File: config.mk
export PLATFORM = sky130hd
export DESIGN_NAME = str_print
export DESIGN_NICKNAME = d
export VERILOG_FILES = /design/src/str_print_pkg.sv /design/src/str_msg_latch.sv /design/src/str_char_iter.sv /design/src/uart_tx.sv /design/src/str_print.sv
export SDC_FILE = /design/constraint.sdc
export NUM_CORES = 1
export LEC_CHECK = 0
export BUFFER_PORTS_ARGS = -buffer_cell sky130_fd_sc_hd__buf_2
export CORE_MARGIN = 4
export CORE_UTILIZATION = 50
export CTS_BUF_LIST = sky130_fd_sc_hd__clkbuf_16
export CTS_CLUSTER_SIZE = 25
export DETAILED_ROUTE_END_ITERATION = 12
export GPL_TIMING_DRIVEN = 0
export MAX_ROUTING_LAYER = met4
export PLACE_DENSITY = 0.75
export SLEW_MARGIN = 20
export SYNTH_ARGS = -nofsm -noshare
export SYNTH_HDL_FRONTEND = slang
export SYNTH_SLANG_ARGS = --single-unit
File: constraint.sdc
create_clock -name clk -period 9.2 [get_ports clk]
set_input_delay 1.84 -clock clk [delete_from_list [all_inputs] [get_ports clk]]
set_output_delay 1.84 -clock clk [all_outputs]
set_load 0.05 [all_outputs]
File: src/str_print_pkg.sv
`default_nettype none

package str_print_pkg;

  // how the stored message is read.
  typedef enum logic {
    MODE_TEXT,
    MODE_HEX
  } str_mode_e;

  typedef enum logic {
    LATCH_IDLE,
    LATCH_BUSY
  } latch_state_e;

  // emit covers every character on offer, last waits for the final frame.
  typedef enum logic [1:0] {
    ITER_IDLE,
    ITER_EMIT,
    ITER_LAST
  } iter_state_e;

  typedef enum logic [1:0] {
    UART_IDLE,
    UART_START,
    UART_DATA,
    UART_STOP
  } uart_state_e;

  // base characters of the hex conversion.
  localparam logic [7:0] ascii_zero = 8'h30;
  localparam logic [7:0] ascii_a    = 8'h61;

endpackage

`default_nettype wire

File: src/str_msg_latch.sv
`timescale 1ns/1ps
`default_nettype none

module str_msg_latch #(
  parameter int max_str_len = 16,
  localparam int msg_w = 8 * max_str_len,
  localparam int len_w = $clog2(max_str_len + 1),
  localparam int cnt_w = $clog2(2 * max_str_len + 1)
) (
  input  logic                     clk,
  input  logic                     rst_n,

  input  logic                     s_valid,
  input  logic [msg_w-1:0]         s_msg,
  input  logic                     s_bin,
  input  logic [len_w-1:0]         s_bin_len,
  output logic                     s_ready,

  output logic                     job_start,
  output logic [msg_w-1:0]         job_msg,
  output str_print_pkg::str_mode_e job_mode,
  output logic [cnt_w-1:0]         job_count,
  input  logic                     job_done
);
  import str_print_pkg::*;

  latch_state_e     state;
  logic             accept;
  logic [cnt_w-1:0] text_count;
  logic [cnt_w-1:0] hex_count;
  logic [cnt_w-1:0] new_count;

  assign s_ready = (state == LATCH_IDLE);
  assign accept  = s_valid && s_ready;

  // two characters per binary byte.
  assign hex_count = cnt_w'({s_bin_len, 1'b0});

  // text is right-aligned, so the highest non-zero byte sets the length.
  always_comb begin
    text_count = '0;
    for (int i = 0; i < max_str_len; i++) begin
      if (s_msg[8*i +: 8] != 8'h00) begin
        text_count = cnt_w'(i + 1);
      end
    end
  end

  assign new_count = s_bin ? hex_count : text_count;

  always_ff @(posedge clk) begin
    if (!rst_n) begin
      state     <= LATCH_IDLE;
      job_start <= 1'b0;
    end else begin
      job_start <= 1'b0;
      case (state)
        LATCH_IDLE: begin
          // an empty message is taken but never started.
          if (accept && new_count != '0) begin
            state     <= LATCH_BUSY;
            job_start <= 1'b1;
          end
        end
        LATCH_BUSY: begin
          if (job_done) begin
            state <= LATCH_IDLE;
          end
        end
        default: begin
          state <= LATCH_IDLE;
        end
      endcase
    end
  end

  always_ff @(posedge clk) begin
    if (accept) begin
      job_msg   <= s_msg;
      job_mode  <= s_bin ? MODE_HEX : MODE_TEXT;
      job_count <= new_count;
    end
  end

endmodule

`default_nettype wire

File: src/str_char_iter.sv
`timescale 1ns/1ps
`default_nettype none

module str_char_iter #(
  parameter int max_str_len = 16,
  localparam int msg_w = 8 * max_str_len,
  localparam int cnt_w = $clog2(2 * max_str_len + 1)
) (
  input  logic                     clk,
  input  logic                     rst_n,

  input  logic                     job_start,
  input  logic [msg_w-1:0]         job_msg,
  input  str_print_pkg::str_mode_e job_mode,
  input  logic [cnt_w-1:0]         job_count,
  output logic                     job_done,

  output logic                     char_valid,
  output logic [7:0]               char_data,
  input  logic                     char_ready
);
  import str_print_pkg::*;

  iter_state_e      state;
  logic [cnt_w-1:0] pos;
  logic [cnt_w-1:0] next_pos;
  logic [msg_w-1:0] shifted;
  logic [3:0]       nibble;
  logic [7:0]       next_char;
  logic             xfer;
  logic             load;

  assign char_valid = (state == ITER_EMIT);
  assign xfer       = char_valid && char_ready;

  // the uart raises char_ready again once the final stop bit is out.
  assign job_done = (state == ITER_LAST) && char_ready;

  // pos counts down to zero, the lowest byte or nibble.
  assign next_pos = (state == ITER_IDLE) ? job_count - 1'b1 : pos - 1'b1;
  assign load     = ((state == ITER_IDLE) && job_start) || (xfer && pos != '0);

  always_comb begin
    if (job_mode == MODE_HEX) begin
      shifted = job_msg >> {next_pos, 2'b00};
    end else begin
      shifted = job_msg >> {next_pos, 3'b000};
    end
    nibble = shifted[3:0];
    if (job_mode == MODE_TEXT) begin
      next_char = shifted[7:0];
    end else if (nibble < 4'd10) begin
      next_char = ascii_zero + {4'h0, nibble};
    end else begin
      // lowercase a to f.
      next_char = ascii_a + {4'h0, nibble} - 8'd10;
    end
  end

  always_ff @(posedge clk) begin
    if (!rst_n) begin
      state <= ITER_IDLE;
    end else begin
      case (state)
        ITER_IDLE: begin
          if (job_start) begin
            state <= ITER_EMIT;
          end
        end
        ITER_EMIT: begin
          if (xfer && pos == '0) begin
            state <= ITER_LAST;
          end
        end
        ITER_LAST: begin
          if (char_ready) begin
            state <= ITER_IDLE;
          end
        end
        default: begin
          state <= ITER_IDLE;
        end
      endcase
    end
  end

  // char_data only moves on a transfer, so it holds under back-pressure.
  always_ff @(posedge clk) begin
    if (load) begin
      pos       <= next_pos;
      char_data <= next_char;
    end
  end

endmodule

`default_nettype wire

File: src/uart_tx.sv
`timescale 1ns/1ps
`default_nettype none

module uart_tx #(
  parameter int clks_per_bit = 868,
  localparam int div_w = $clog2(clks_per_bit + 1)
) (
  input  logic       clk,
  input  logic       rst_n,

  input  logic       char_valid,
  input  logic [7:0] char_data,
  output logic       char_ready,

  output logic       txd
);
  import str_print_pkg::*;

  uart_state_e      state;
  logic [div_w-1:0] clk_cnt;
  logic [2:0]       bit_idx;
  logic [7:0]       shift;
  logic             bit_done;
  logic             xfer;

  assign char_ready = (state == UART_IDLE);
  assign xfer       = char_valid && char_ready;
  assign bit_done   = (clk_cnt == div_w'(clks_per_bit - 1));

  always_ff @(posedge clk) begin
    if (!rst_n) begin
      state   <= UART_IDLE;
      txd     <= 1'b1;
      clk_cnt <= '0;
      bit_idx <= '0;
    end else begin
      case (state)
        UART_IDLE: begin
          if (xfer) begin
            txd     <= 1'b0;
            clk_cnt <= '0;
            state   <= UART_START;
          end
        end
        UART_START: begin
          if (bit_done) begin
            clk_cnt <= '0;
            bit_idx <= '0;
            txd     <= shift[0];
            state   <= UART_DATA;
          end else begin
            clk_cnt <= clk_cnt + 1'b1;
          end
        end
        UART_DATA: begin
          if (bit_done) begin
            clk_cnt <= '0;
            if (bit_idx == 3'd7) begin
              txd   <= 1'b1;
              state <= UART_STOP;
            end else begin
              bit_idx <= bit_idx + 1'b1;
              // shift[1] is the bit that moves into place this edge.
              txd     <= shift[1];
            end
          end else begin
            clk_cnt <= clk_cnt + 1'b1;
          end
        end
        UART_STOP: begin
          if (bit_done) begin
            clk_cnt <= '0;
            state   <= UART_IDLE;
          end else begin
            clk_cnt <= clk_cnt + 1'b1;
          end
        end
        default: begin
          state <= UART_IDLE;
        end
      endcase
    end
  end

  // lsb first.
  always_ff @(posedge clk) begin
    if (xfer) begin
      shift <= char_data;
    end else if (state == UART_DATA && bit_done) begin
      shift <= {1'b0, shift[7:1]};
    end
  end

endmodule

`default_nettype wire

File: src/str_print.sv
`timescale 1ns/1ps
`default_nettype none

module str_print #(
  parameter int max_str_len  = 16,
  parameter int clks_per_bit = 868,
  localparam int msg_w = 8 * max_str_len,
  localparam int len_w = $clog2(max_str_len + 1),
  localparam int cnt_w = $clog2(2 * max_str_len + 1)
) (
  input  logic             clk,
  input  logic             rst_n,

  input  logic             s_valid,
  input  logic [msg_w-1:0] s_msg,
  input  logic             s_bin,
  input  logic [len_w-1:0] s_bin_len,
  output logic             s_ready,

  output logic             txd
);
  import str_print_pkg::*;

  logic             job_start;
  logic [msg_w-1:0] job_msg;
  str_mode_e        job_mode;
  logic [cnt_w-1:0] job_count;
  logic             job_done;

  logic             char_valid;
  logic [7:0]       char_data;
  logic             char_ready;

  str_msg_latch #(
    .max_str_len(max_str_len)
  ) u_latch (
    .clk       (clk),
    .rst_n     (rst_n),
    .s_valid   (s_valid),
    .s_msg     (s_msg),
    .s_bin     (s_bin),
    .s_bin_len (s_bin_len),
    .s_ready   (s_ready),
    .job_start (job_start),
    .job_msg   (job_msg),
    .job_mode  (job_mode),
    .job_count (job_count),
    .job_done  (job_done)
  );

  str_char_iter #(
    .max_str_len(max_str_len)
  ) u_iter (
    .clk        (clk),
    .rst_n      (rst_n),
    .job_start  (job_start),
    .job_msg    (job_msg),
    .job_mode   (job_mode),
    .job_count  (job_count),
    .job_done   (job_done),
    .char_valid (char_valid),
    .char_data  (char_data),
    .char_ready (char_ready)
  );

  uart_tx #(
    .clks_per_bit(clks_per_bit)
  ) u_uart (
    .clk        (clk),
    .rst_n      (rst_n),
    .char_valid (char_valid),
    .char_data  (char_data),
    .char_ready (char_ready),
    .txd        (txd)
  );

endmodule

`default_nettype wire

After elaboration in Yosys (flattened, before gate mapping)
Index checks and enable logic that the tools add are counted.
{"block": "word_totals", "ff_bits": 177, "latchBits": 0, "ramBits": 0, "romBits": 0, "input_bits": 137, "out_inout_bits": 2, "wordCells": 129, "memories": 0}
{"block": "classes", "n_addsub": 7, "multipliers": 0, "div": 0, "order_cmp": 1, "eq_ne": 16, "shift": 2, "mux": 49, "n_bitwise": 2, "reduce_logical": 39}
{"cell": "nonzero test 8 bit", "n": 16}
{"cell": "right shift 128 x 8 -> 8 bit", "n": 1}
{"cell": "right shift 128 x 9 -> 8 bit", "n": 1}
{"cell": "2-to-1 mux 8 bit", "n": 5}
{"cell": "2-to-1 mux 4 bit", "n": 8}
{"cell": "2-to-1 mux 3 bit", "n": 7}
{"cell": "2-to-1 mux 10 bit", "n": 2}
{"cell": "2-to-1 mux 2 bit", "n": 10}
{"cell": "one-hot mux 10 bit (2 select lines)", "n": 1}
{"cell": "2-to-1 mux 6 bit", "n": 2}
{"cell": "nonzero test 6 bit", "n": 2}
{"cell": "subtractor 6 x 1 -> 6 bit (second input constant)", "n": 2}
{"cell": "adder 10 x 1 -> 10 bit (second input constant)", "n": 1}
{"cell": "equality test 10 bit (second input constant)", "n": 1}
{"cell": "!= test 2 x 1 -> 1 bit (second input constant)", "n": 5}
{"cell": "adder 7 x 4 -> 8 bit (first input constant)", "n": 1}
{"cell": "logical AND 1 bit", "n": 8}
{"cell": "2-to-1 mux 1 bit", "n": 8}
{"cell": "!= test 2 bit (second input constant)", "n": 4}
{"cell": "one-hot mux 2 bit (4 select lines)", "n": 1}
{"cell": "AND reduction 4 bit", "n": 2}
{"cell": "subtractor 8 x 4 -> 8 bit (second input constant)", "n": 1}
{"cell": "adder 6 x 4 -> 7 bit (first input constant)", "n": 1}
{"cell": "equality test 2 bit (second input constant)", "n": 3}
{"cell": "other kinds (19)", "n": 23}

Depth between registers and ports, before layout
Gate-level depths: netlist (run 1).
{"block": "logic_depth", "depth_word": 22, "mapped_depth": 22, "depth_no_buf": 17}

Modules after synthesis
From an unflattened synthesis (run 1), not the netlist that was laid out.
{"block": "unflattened", "hier_cells": 736, "area_unflattened_um2": 9517.9}
{"module": "str_msg_latch", "instances": 1, "cells_each": 225, "area_per_inst_um2": 4733.3, "seq_area_each_um2": 4093.9}
{"module": "str_char_iter", "instances": 1, "cells_each": 378, "area_per_inst_um2": 3518.4, "seq_area_each_um2": 460.4}
{"module": "uart_tx", "instances": 1, "cells_each": 133, "area_per_inst_um2": 1266.2, "seq_area_each_um2": 560.5}

Worst setup path after synthesis (run 1)
OpenSTA, ideal clock, no wires.
{"block": "synth_timing", "path_kind": "input to register", "start": "in s_valid", "end": "reg u_latch.state", "setup_time_ns": 0.059, "arrival_time_ns": 8.620, "required_time_ns": 9.141, "setup_slack_ns": 0.521, "path_stages": 3, "n_path_buf": 0, "cell_sequence": "nor2b_1 o311a_1 a31o_1"}
{"block": "synth_via", "elab_chain_len": 4}
{"element": "from (decl)", "line": "str_print.sv:14", "text": "input logic s_valid,"}
{"element": "logical AND 1 bit", "line": "str_msg_latch.sv:34", "text": "assign accept = s_valid && s_ready;"}
{"element": "logical AND 1 bit", "line": "str_msg_latch.sv:60", "text": "if (accept && new_count != '0) begin"}
{"element": "2-to-1 mux 1 bit", "line": "str_msg_latch.sv:60"}
{"element": "one-hot mux 1 bit (2 select lines)", "line": "str_msg_latch.sv:57", "text": "case (state)"}
{"element": "to (signal assigned)", "line": "str_msg_latch.sv:61", "text": "state <= LATCH_BUSY;"}
{"element": "to (signal assigned)", "line": "str_msg_latch.sv:67", "text": "state <= LATCH_IDLE;"}
{"element": "to (signal assigned)", "line": "str_msg_latch.sv:71", "text": "state <= LATCH_IDLE;"}
{"element": "to (decl)", "line": "str_msg_latch.sv:27", "text": "latch_state_e state;"}
No other way between the ends.
A chain may end at the register's enable or synchronous reset.

Worst setup path in the final report (run 1)
{"block": "layout_timing", "start": "reg u_iter.state[1]", "end": "reg u_iter.char_data[4] (data pin)"}
{"block": "layout_via", "elab_chain_len": 8, "word_cells_on_any_way": 11, "classes_between": "add/sub: 3; order compare: 1; shift: 2; mux: 4; reduce/logical: 1"}
{"element": "from (decl)", "line": "str_char_iter.sv:24", "text": "iter_state_e state;"}
{"element": "from (signal assigned)", "line": "str_char_iter.sv:62", "text": "state <= ITER_IDLE;"}
{"element": "from (signal assigned)", "line": "str_char_iter.sv:67", "text": "state <= ITER_EMIT;"}
{"element": "from (signal assigned)", "line": "str_char_iter.sv:72", "text": "state <= ITER_LAST;"}
{"element": "zero test 2 bit (*)", "line": "str_char_iter.sv:40", "text": "assign next_pos = (state == ITER_IDLE) ? job_count - 1'b1 : pos - 1'b1;"}
{"element": "2-to-1 mux 6 bit (*)", "line": "str_char_iter.sv:40"}
{"element": "via u_iter.next_pos[0]", "line": "str_char_iter.sv:26", "text": "logic [cnt_w-1:0] next_pos;"}
{"element": "right shift 128 x 9 -> 8 bit or right shift 128 x 8 -> 8 bit (tied branches)", "line": "str_char_iter.sv:47, str_char_iter.sv:45"}
{"element": "2-to-1 mux 8 bit (*)", "line": "str_char_iter.sv:44", "text": "if (job_mode == MODE_HEX) begin"}
{"element": "adder 7 x 4 -> 8 bit", "line": "str_char_iter.sv:56", "text": "next_char = ascii_a + {4'h0, nibble} - 8'd10;"}
{"element": "subtractor 8 x 4 -> 8 bit", "line": "str_char_iter.sv:56"}
{"element": "2-to-1 mux 8 bit", "line": "str_char_iter.sv:52", "text": "end else if (nibble < 4'd10) begin"}
{"element": "2-to-1 mux 8 bit (*)", "line": "str_char_iter.sv:50", "text": "if (job_mode == MODE_TEXT) begin"}
{"element": "via u_iter.next_char[4]", "line": "str_char_iter.sv:29", "text": "logic [7:0] next_char;"}
{"element": "to (signal assigned)", "line": "str_char_iter.sv:91", "text": "char_data <= next_char;"}
{"element": "to (decl)", "line": "str_char_iter.sv:19", "text": "output logic [7:0] char_data,"}
The timed path passes the listed nets; every way through them passes the cells marked *.

==> flow_summary_export.csv, run 1 <==
group,metric,value,unit
yosys,synth_edf_count,157,
cells_and_area,nets,1135,
clocking,post_cts_resized,0,
yosys,synthXorXnorAreaFrac,0.004425,
cells_and_area,layout_common_cells,"160 x nand2_1, 157 x edfxtp_1, 156 x buf_2",
clocking,clock-sinks,177,
yosys,synth-seq-cells,177,
placed_design,hpwl,21570,um
die,io_pins,139,
timing,fmax,175.8,MHz
yosys,ys_async_sr_fraction,0,
yosys,synth.top_cell.area_share,0.5052,
critical_path,worst-setup-path-type,"reg -> reg",
power,ir_drop,0.1324,mV
route,wire_per_inst,23.64,um
die,start_util,0.5142,
critical_path,path_common_cell,"clkbuf_1",
cells_and_area,final_area,0.01106,mm2
critical_path,crit_arrival,5.85,ns
timing,min_period,5.688,ns
hold_path,hp-class,"reg -> reg",
flow_run,drv_cap,0,
critical_path,endpoint_kind,"flip-flop",
yosys,synth_simple_gate_area_frac,0.1770,
run_status,status,"completed",
cells_and_area,drive_gt1_frac,0.2448,
global_routing,antenna_found_initial,0,
yosys,ys.flop_type,"edfxtp_1",
critical_path,cp_slowest_cell,"clkbuf_1",
die,num_rows,49,
clocking,clk_pin_slew,0.07,ns
yosys,ys_seq_area_frac,0.5481,
yosys,post_synth_fa_ha_maj_area_fraction,0.01207,
timing,tightest_slew,0.8315,ns
yosys,synth_fp_nets,974,
timing,final.setup.tns,0,ns
critical_path,crit_required,9.36,ns
critical_path,start_kind,"flip-flop",
cells_and_area,utilization,0.6093,
timing,grt_setup_unrepaired,"no",
timing,drv_slew,0,
route,via_per_inst,6.410,
route,drtPass1Iterations,8,
critical_path,critPathMaxStageDelay,0.59,ns
global_routing,grt_first_pass_wirelength,43410,um
yosys,synth_top_cell_by_area,"edfxtp_1",
route,drtAntennaViolNets,0,
critical_path,worst-path-buf-inv,6,
die,core,0.01815,mm2
placed_design,gp_congestion,1.024,
clocking,cts_hold_buf,0,
placed_design,postPlaceCellArea,0.01043,mm2
global_routing,overflow,0,
clocking,cts_tree,"built",
timing,slew_headroom,0.4439,
yosys,synth.area.top_cells,"edfxtp_1 51%, nand2_1 6.4%, mux4_2 5.8%",
yosys,synth_compound_area_frac,0.1372,
cells_and_area,area_delta_synth_final,18.49,%
route,drc,0,
placed_design,place_ws,3.764,ns
cells_and_area,final_common_cell,"nand2_1",
timing,hold_violations,0,
clocking,clockBufferDepth,2,
global_routing,grt_pass1_vias,7745,
critical_path,cp_max_fo,11,
yosys,synthCells,828,
cells_and_area,filler_cell_count,1490,
yosys,post_synth.cell_area_avg,11.27,um2
global_routing,grt_use_total,0.2889,
cells_and_area,antenna_cells,0,
yosys,synthesis.area,0.009331,mm2
clocking,htreeDepth,4,
global_routing,grt_max_degree,31,
timing,min_period_over_period,0.6183,
placed_design,io_buffers,137,
clocking,root_buffer,"clkbuf_16",
route,routed_wl,29080,um
route,drtIter0Drc,1169,
power,power_density,220.0,mW/mm2
die,die_y,144.6,um
yosys,ys_types,79,
yosys,synth_top_family_by_area,"simple AND/OR/NAND/NOR gates",
timing,clock-skew-final,0.01003,ns
yosys,ys_warn_count,0,
power,leakagePower,4.160,nW
timing,finalSetupViolations,0,
yosys,synthMuxAreaShare,0.09493,
timing,fin_ws,3.512,ns
route,num_vias,7884,
die,die_x,144.6,um
clocking,worstSkewPairLatency,0.44,ns
critical_path,crit_family,"buffers and inverters",
critical_path,crit_chain,"buf_2, o21ai_0, nand2_1, inv_2, buf_2, ha_1, clkbuf_1, nand2b_1, o31a_1, clkbuf_1, clkbuf_1, nand2_1, a311oi_1, a31oi_1, a21oi_1, a21oi_1, a31o_1, ha_1, o211ai_1, nand3_1",
clocking,numCtsBuffers,17,
clocking,postCtsSetupRepairBufs,0,
die,dieArea,0.02091,mm2
==> cell families (layout without fill, tap and decap cells) <==
| group | Yosys count | after routing |
|---|---|---|
| flip-flops | 177 | 177 |
| multiplexers | 58 | 58 |
| AO/OA/AOI/OAI | 183 | 183 |
| XOR/XNOR | 3 | 3 |
| adder cells (fa/ha/maj) | 9 | 9 |
| AND/OR/NAND/NOR | 339 | 339 |
| buffers and inverters | 59 | 232 |
==> synthesized netlist by cell type (3+ instances only) <==
cell,n
a311oi_1,4
nor3b_1,7
a21o_1,7
o22ai_1,8
clkbuf_1,22
and2_1,10
or3_1,3
o21ai_0,31
inv_2,4
o31a_1,3
a211oi_1,9
ha_1,9
o311a_1,3
mux2_2,4
mux2i_1,30
edfxtp_1,157
o21ai_1,4
nor4_1,27
nand2b_1,5
inv_1,11
mux4_2,24
a31oi_1,13
nor3_1,12
buf_2,19
nor2b_1,14
o211ai_1,7
dfxtp_1,20
nor2_1,31
a21oi_1,43
nand3_1,30
o31ai_1,6
nand2_1,160
and3_1,13
or4_1,12
a22oi_1,5
o2111ai_1,3
a311o_1,4
==> flip-flops by register name (all words and copies together), names as in the netlist, 2 cells and up <==
name / count
u_uart.clk_cnt: 10
u_latch.job_count: 6
u_iter.state: 2
u_iter.char_data: 8
u_uart.state: 2
u_uart.shift: 8
u_latch.job_msg: 128
u_uart.bit_idx: 3
u_iter.pos: 6
==> cell type report <==
class / count / area, um2 / area share
timing repair buffer: 142 / 808.3 / 0.07310
clock buffer: 17 / 425.4 / 0.03847
inverter: 16 / 60.06 / 0.005432
tap: 229 / 286.5 / 0.02591
multi-input combinational: 592 / 3985 / 0.3604
sequential: 177 / 5115 / 0.4626
buffer: 43 / 185.2 / 0.01675
clock inverter: 14 / 191.4 / 0.01731
==> layer usage <==
layer / vias to the layer above / global-route usage / routed length (um)
met5: - / - / 0
met4: 0 / 0.1041 / 1047
met3: 105 / 0.09094 / 3095
met2: 519 / 0.4489 / 13610
met1: 3744 / 0.3582 / 11320
li1: 3516 / - / -
==> stage by stage <==
| step | std cells | hold slack, ns | power (mW) |
|---|---|---|---|
| floorplan | 828 | 0.4718 | 1.440 |
| detailed placement | 1199 | 0.4991 | 1.654 |
| global route | 1230 | 0.5325 | 2.531 |
| finish | 1230 | 0.5112 | 2.432 |
| CTS | 1230 | 0.5133 | 2.417 |
| global placement | 1194 | 0.4926 | 1.651 |
==> where the power goes <==
group | leakage, nW | internal [mW] | switching, mW | total, mW
Sequential | 1.66 | 0.962 | 0.0439 | 1.01
Clock | 0.302 | 0.437 | 0.331 | 0.768
Combinational | 2.20 | 0.239 | 0.419 | 0.658
==> worst paths after layout <==
kind	startpoint	to	slack, ns	depth (start not counted)
worst max-delay path	u_iter.state[1]$_SDFFE_PN0P_	u_iter.char_data[4]$_DFFE_PP_	3.51	20
worst min-delay path	u_iter.char_data[6]$_DFFE_PP_	u_uart.shift[6]$_DFFE_PP_	0.51	2
worst max register to register	u_iter.state[1]$_SDFFE_PN0P_	u_iter.char_data[4]$_DFFE_PP_	3.51	20
worst min register to register	u_iter.char_data[6]$_DFFE_PP_	u_uart.shift[6]$_DFFE_PP_	0.51	2
==> worst min-delay path, cell delays in order (launching register included) <==
cell and delay (ns):
edfxtp_1 0.32, nand2_1 0.04, nand2_1 0.04
(Power assumes the default switching activity.)
==> run 2: changes to the inputs <==
clock period = 5.1 ns   (was 9.2 ns; I/O delays follow)
==> run 2 against run 1 <==
  * Clock-buffer cell count unchanged
  * Fmax up 18%
  * Sequential power up 79%
  * Via count down 0.22%
  * Global-route usage down 0.13 points
  * Sequential share of layout area about the same
  * Combinational power up 82%
  * Design area about the same
==> flow_summary_export.csv, run 2 (synthesized netlist as in run 1, its figures left out) <==
group,metric,value,unit
global_routing,grt_first_pass_wirelength,43080,um
die,dieArea,0.02091,mm2
clocking,numCtsBuffers,17,
clocking,clock-sinks,177,
route,drtIter0Drc,1069,
hold_path,hp-start,"u_iter.char_data[5]$_DFFE_PP_",
global_routing,grt_max_degree,31,
global_routing,antenna_found_initial,0,
cells_and_area,area_delta_synth_final,18.50,%
route,drtPass1Iterations,6,
flow_run,drv_cap,0,
clocking,worstSkewPairLatency,0.44,ns
critical_path,endpoint_kind,"flip-flop",
clocking,root_buffer,"clkbuf_16",
cells_and_area,layout_common_cells,"159 x nand2_1, 157 x edfxtp_1, 151 x buf_2",
power,p_comb_frac,0.277,
clocking,clockBufferDepth,2,
timing,min_period_over_period,0.9423,
power,p_sw,1.456,mW
power,power.internal,2.872,mW
die,num_rows,49,
route,num_vias,7867,
die,io_pins,139,
die,die_y,144.6,um
cells_and_area,finalNonFillerCells,1232,
power,power_density,391.4,mW/mm2
clocking,cts_tree,"built",
timing,holdWs,0.5028,ns
critical_path,start_kind,"flip-flop",
route,drc,0,
clocking,htreeDepth,4,
global_routing,overflow,0,
placed_design,gp_congestion,1.001,
timing,drv_slew,0,
power,seqPwrFrac,0.419,
critical_path,rrSetupSlack,0.29,ns
route,drtAntennaViolNets,0,
hold_path,worstHoldPathCells,2,
critical_path,critPathMaxStageDelay,0.44,ns
route,wire_per_inst,23.48,um
placed_design,hpwl,21590,um
placed_design,io_buffers,137,
timing,clock-skew-final,0.01156,ns
die,start_util,0.5142,
critical_path,crit_required,5.26,ns
critical_path,crit-reg2reg-launch,"u_iter.state[0]$_SDFFE_PN0P_",
timing,finalSetupViolations,0,
critical_path,crit_arrival,4.96,ns
cells_and_area,largest_register_ffs,128,
power,p_sw_frac,0.3364,
timing,tightest_slew,0.8868,ns
power,ir_drop,0.2913,mV
global_routing,grt_pass1_vias,7600,
cells_and_area,reg.largest.list,"u_latch.job_msg (128), u_uart.clk_cnt (10)",
placed_design,place_ws,-0.3704,ns
cells_and_area,final_area,0.01106,mm2
timing,hold_violations,0,
critical_path,crit_chain,"buf_2, o21ai_1, nand2_2, inv_4, ha_1, clkbuf_1, nand2b_1, o31a_2, clkbuf_2, nand2_1, a311oi_1, a31oi_1, a21oi_1, a21oi_1, a31o_1, ha_1, inv_1, nor3_1, mux2i_1",
placed_design,dp_cells,1199,
global_routing,grt_use_total,0.2876,
timing,min_period,4.806,ns
cells_and_area,final_common_cell,"nand2_1",
cells_and_area,regMostFlops,"u_latch.job_msg",
die,core,0.01815,mm2
critical_path,cp_slowest_cell,"dfxtp_1",
placed_design,postPlaceCellArea,0.01042,mm2
critical_path,cp_max_fo,20,
cells_and_area,filler_cell_count,1477,
route,via_per_inst,6.386,
hold_path,min_delay_worst_endpoint,"u_uart.shift[5]$_DFFE_PP_",
cells_and_area,utilization,0.6093,
route,routed_wl,28920,um
critical_path,worst-setup-path-type,"reg -> reg",
power,clkPwrFrac,0.304,
cells_and_area,drive_gt1_frac,0.2532,
timing,fmax,208.1,MHz
clocking,clk_pin_slew,0.07,ns
hold_path,hp-class,"reg -> reg",
power,leakagePower,4.161,nW
critical_path,rr_worst_depth,19,
timing,fin_ws,0.2944,ns
cells_and_area,antenna_cells,0,
timing,slew_headroom,0.4088,
clocking,cts_hold_buf,0,
timing,grt_setup_unrepaired,"no",
critical_path,rr_endpoint,"u_iter.char_data[2]$_DFFE_PP_",
die,die_x,144.6,um
cells_and_area,nets,1136,
run_status,status,"completed",
run 2: cell count changes in the layout (fill, tap and decap cells not counted), moves of 2 or more:
cell / change
clkinvlp_4: +2
clkinv_8: +2
buf_2: -5
buf_4: +5
buf_16: -2
buf_12: +2
clkbuf_2: +4
bufinv_16: -2
clkbuf_1: -5
inv_6: -2
clkbuf_4: +2
run 2: worst max path at each step:
stage	cells past startpoint	slack (ns)	to	startpoint
6_report	19	0.29	u_iter.char_data[2]$_DFFE_PP_	u_iter.state[0]$_SDFFE_PN0P_
5_1_grt	19	0.08	u_iter.char_data[2]$_DFFE_PP_	u_iter.state[1]$_SDFFE_PN0P_
4_1_cts	20	0.01	u_iter.char_data[2]$_DFFE_PP_	u_iter.state[0]$_SDFFE_PN0P_
3_5_place_dp	21	-0.37	u_iter.char_data[2]$_DFFE_PP_	u_iter.state[0]$_SDFFE_PN0P_
3_3_place_gp	21	-0.34	u_iter.char_data[2]$_DFFE_PP_	u_iter.state[0]$_SDFFE_PN0P_
2_1_floorplan	20	1.10	u_iter.char_data[2]$_DFFE_PP_	u_iter.state[0]$_SDFFE_PN0P_
run 2: critical path, delay by kind of cell, from the launching register on:
family / cells / cell delay [ns]
buf+inv: 5 / 1.12
flops: 1 / 0.44
compound gates: 7 / 1.63
fa+ha+maj: 2 / 0.53
mux: 1 / 0.16
simple gates: 4 / 0.63
run 2: repair_timing:
action	CTS	global route
resized for setup	6	9
endpoints found under the setup margin	6	8
buffers inserted	0	3
run 2: routing by layer:
layer  global-route usage  wire length, um  up-vias
met5                    -                0        -
met4               0.1006             1006        0
met3              0.09392             3386      108
met2               0.4387            13410      515
met1               0.3633            11120     3712
li1                     -                -     3532
run 2: final cells by class:
| class | count | area [um2] | area share |
|---|---|---|---|
| buffer | 41 | 191.4 | 0.01731 |
| clock buffer | 17 | 425.4 | 0.03847 |
| clock inverter | 15 | 172.7 | 0.01561 |
| inverter | 16 | 62.56 | 0.005657 |
| multi-input combinational | 592 | 3989 | 0.3607 |
| sequential | 177 | 5115 | 0.4625 |
| tap | 229 | 286.5 | 0.02591 |
| timing repair buffer | 145 | 815.8 | 0.07377 |
run 2: power by group through the flow:
stage	Combinational, mW	Sequential [mW]	Clock (mW)
floorplan	0.762	1.82	0
global placement	1.12	1.85	0
detailed placement	1.15	1.84	0
CTS	1.16	1.81	1.33
global route	1.28	1.82	1.40
finish	1.20	1.81	1.32
run 2: per-stage QoR:
| step | TNS (ns) | power, mW |
|---|---|---|
| finish | 0 | 4.328 |
| global route | 0 | 4.504 |
| floorplan | 0 | 2.585 |
| detailed placement | -1.086 | 2.989 |
| CTS | 0 | 4.302 |
| global placement | -0.9491 | 2.961 |
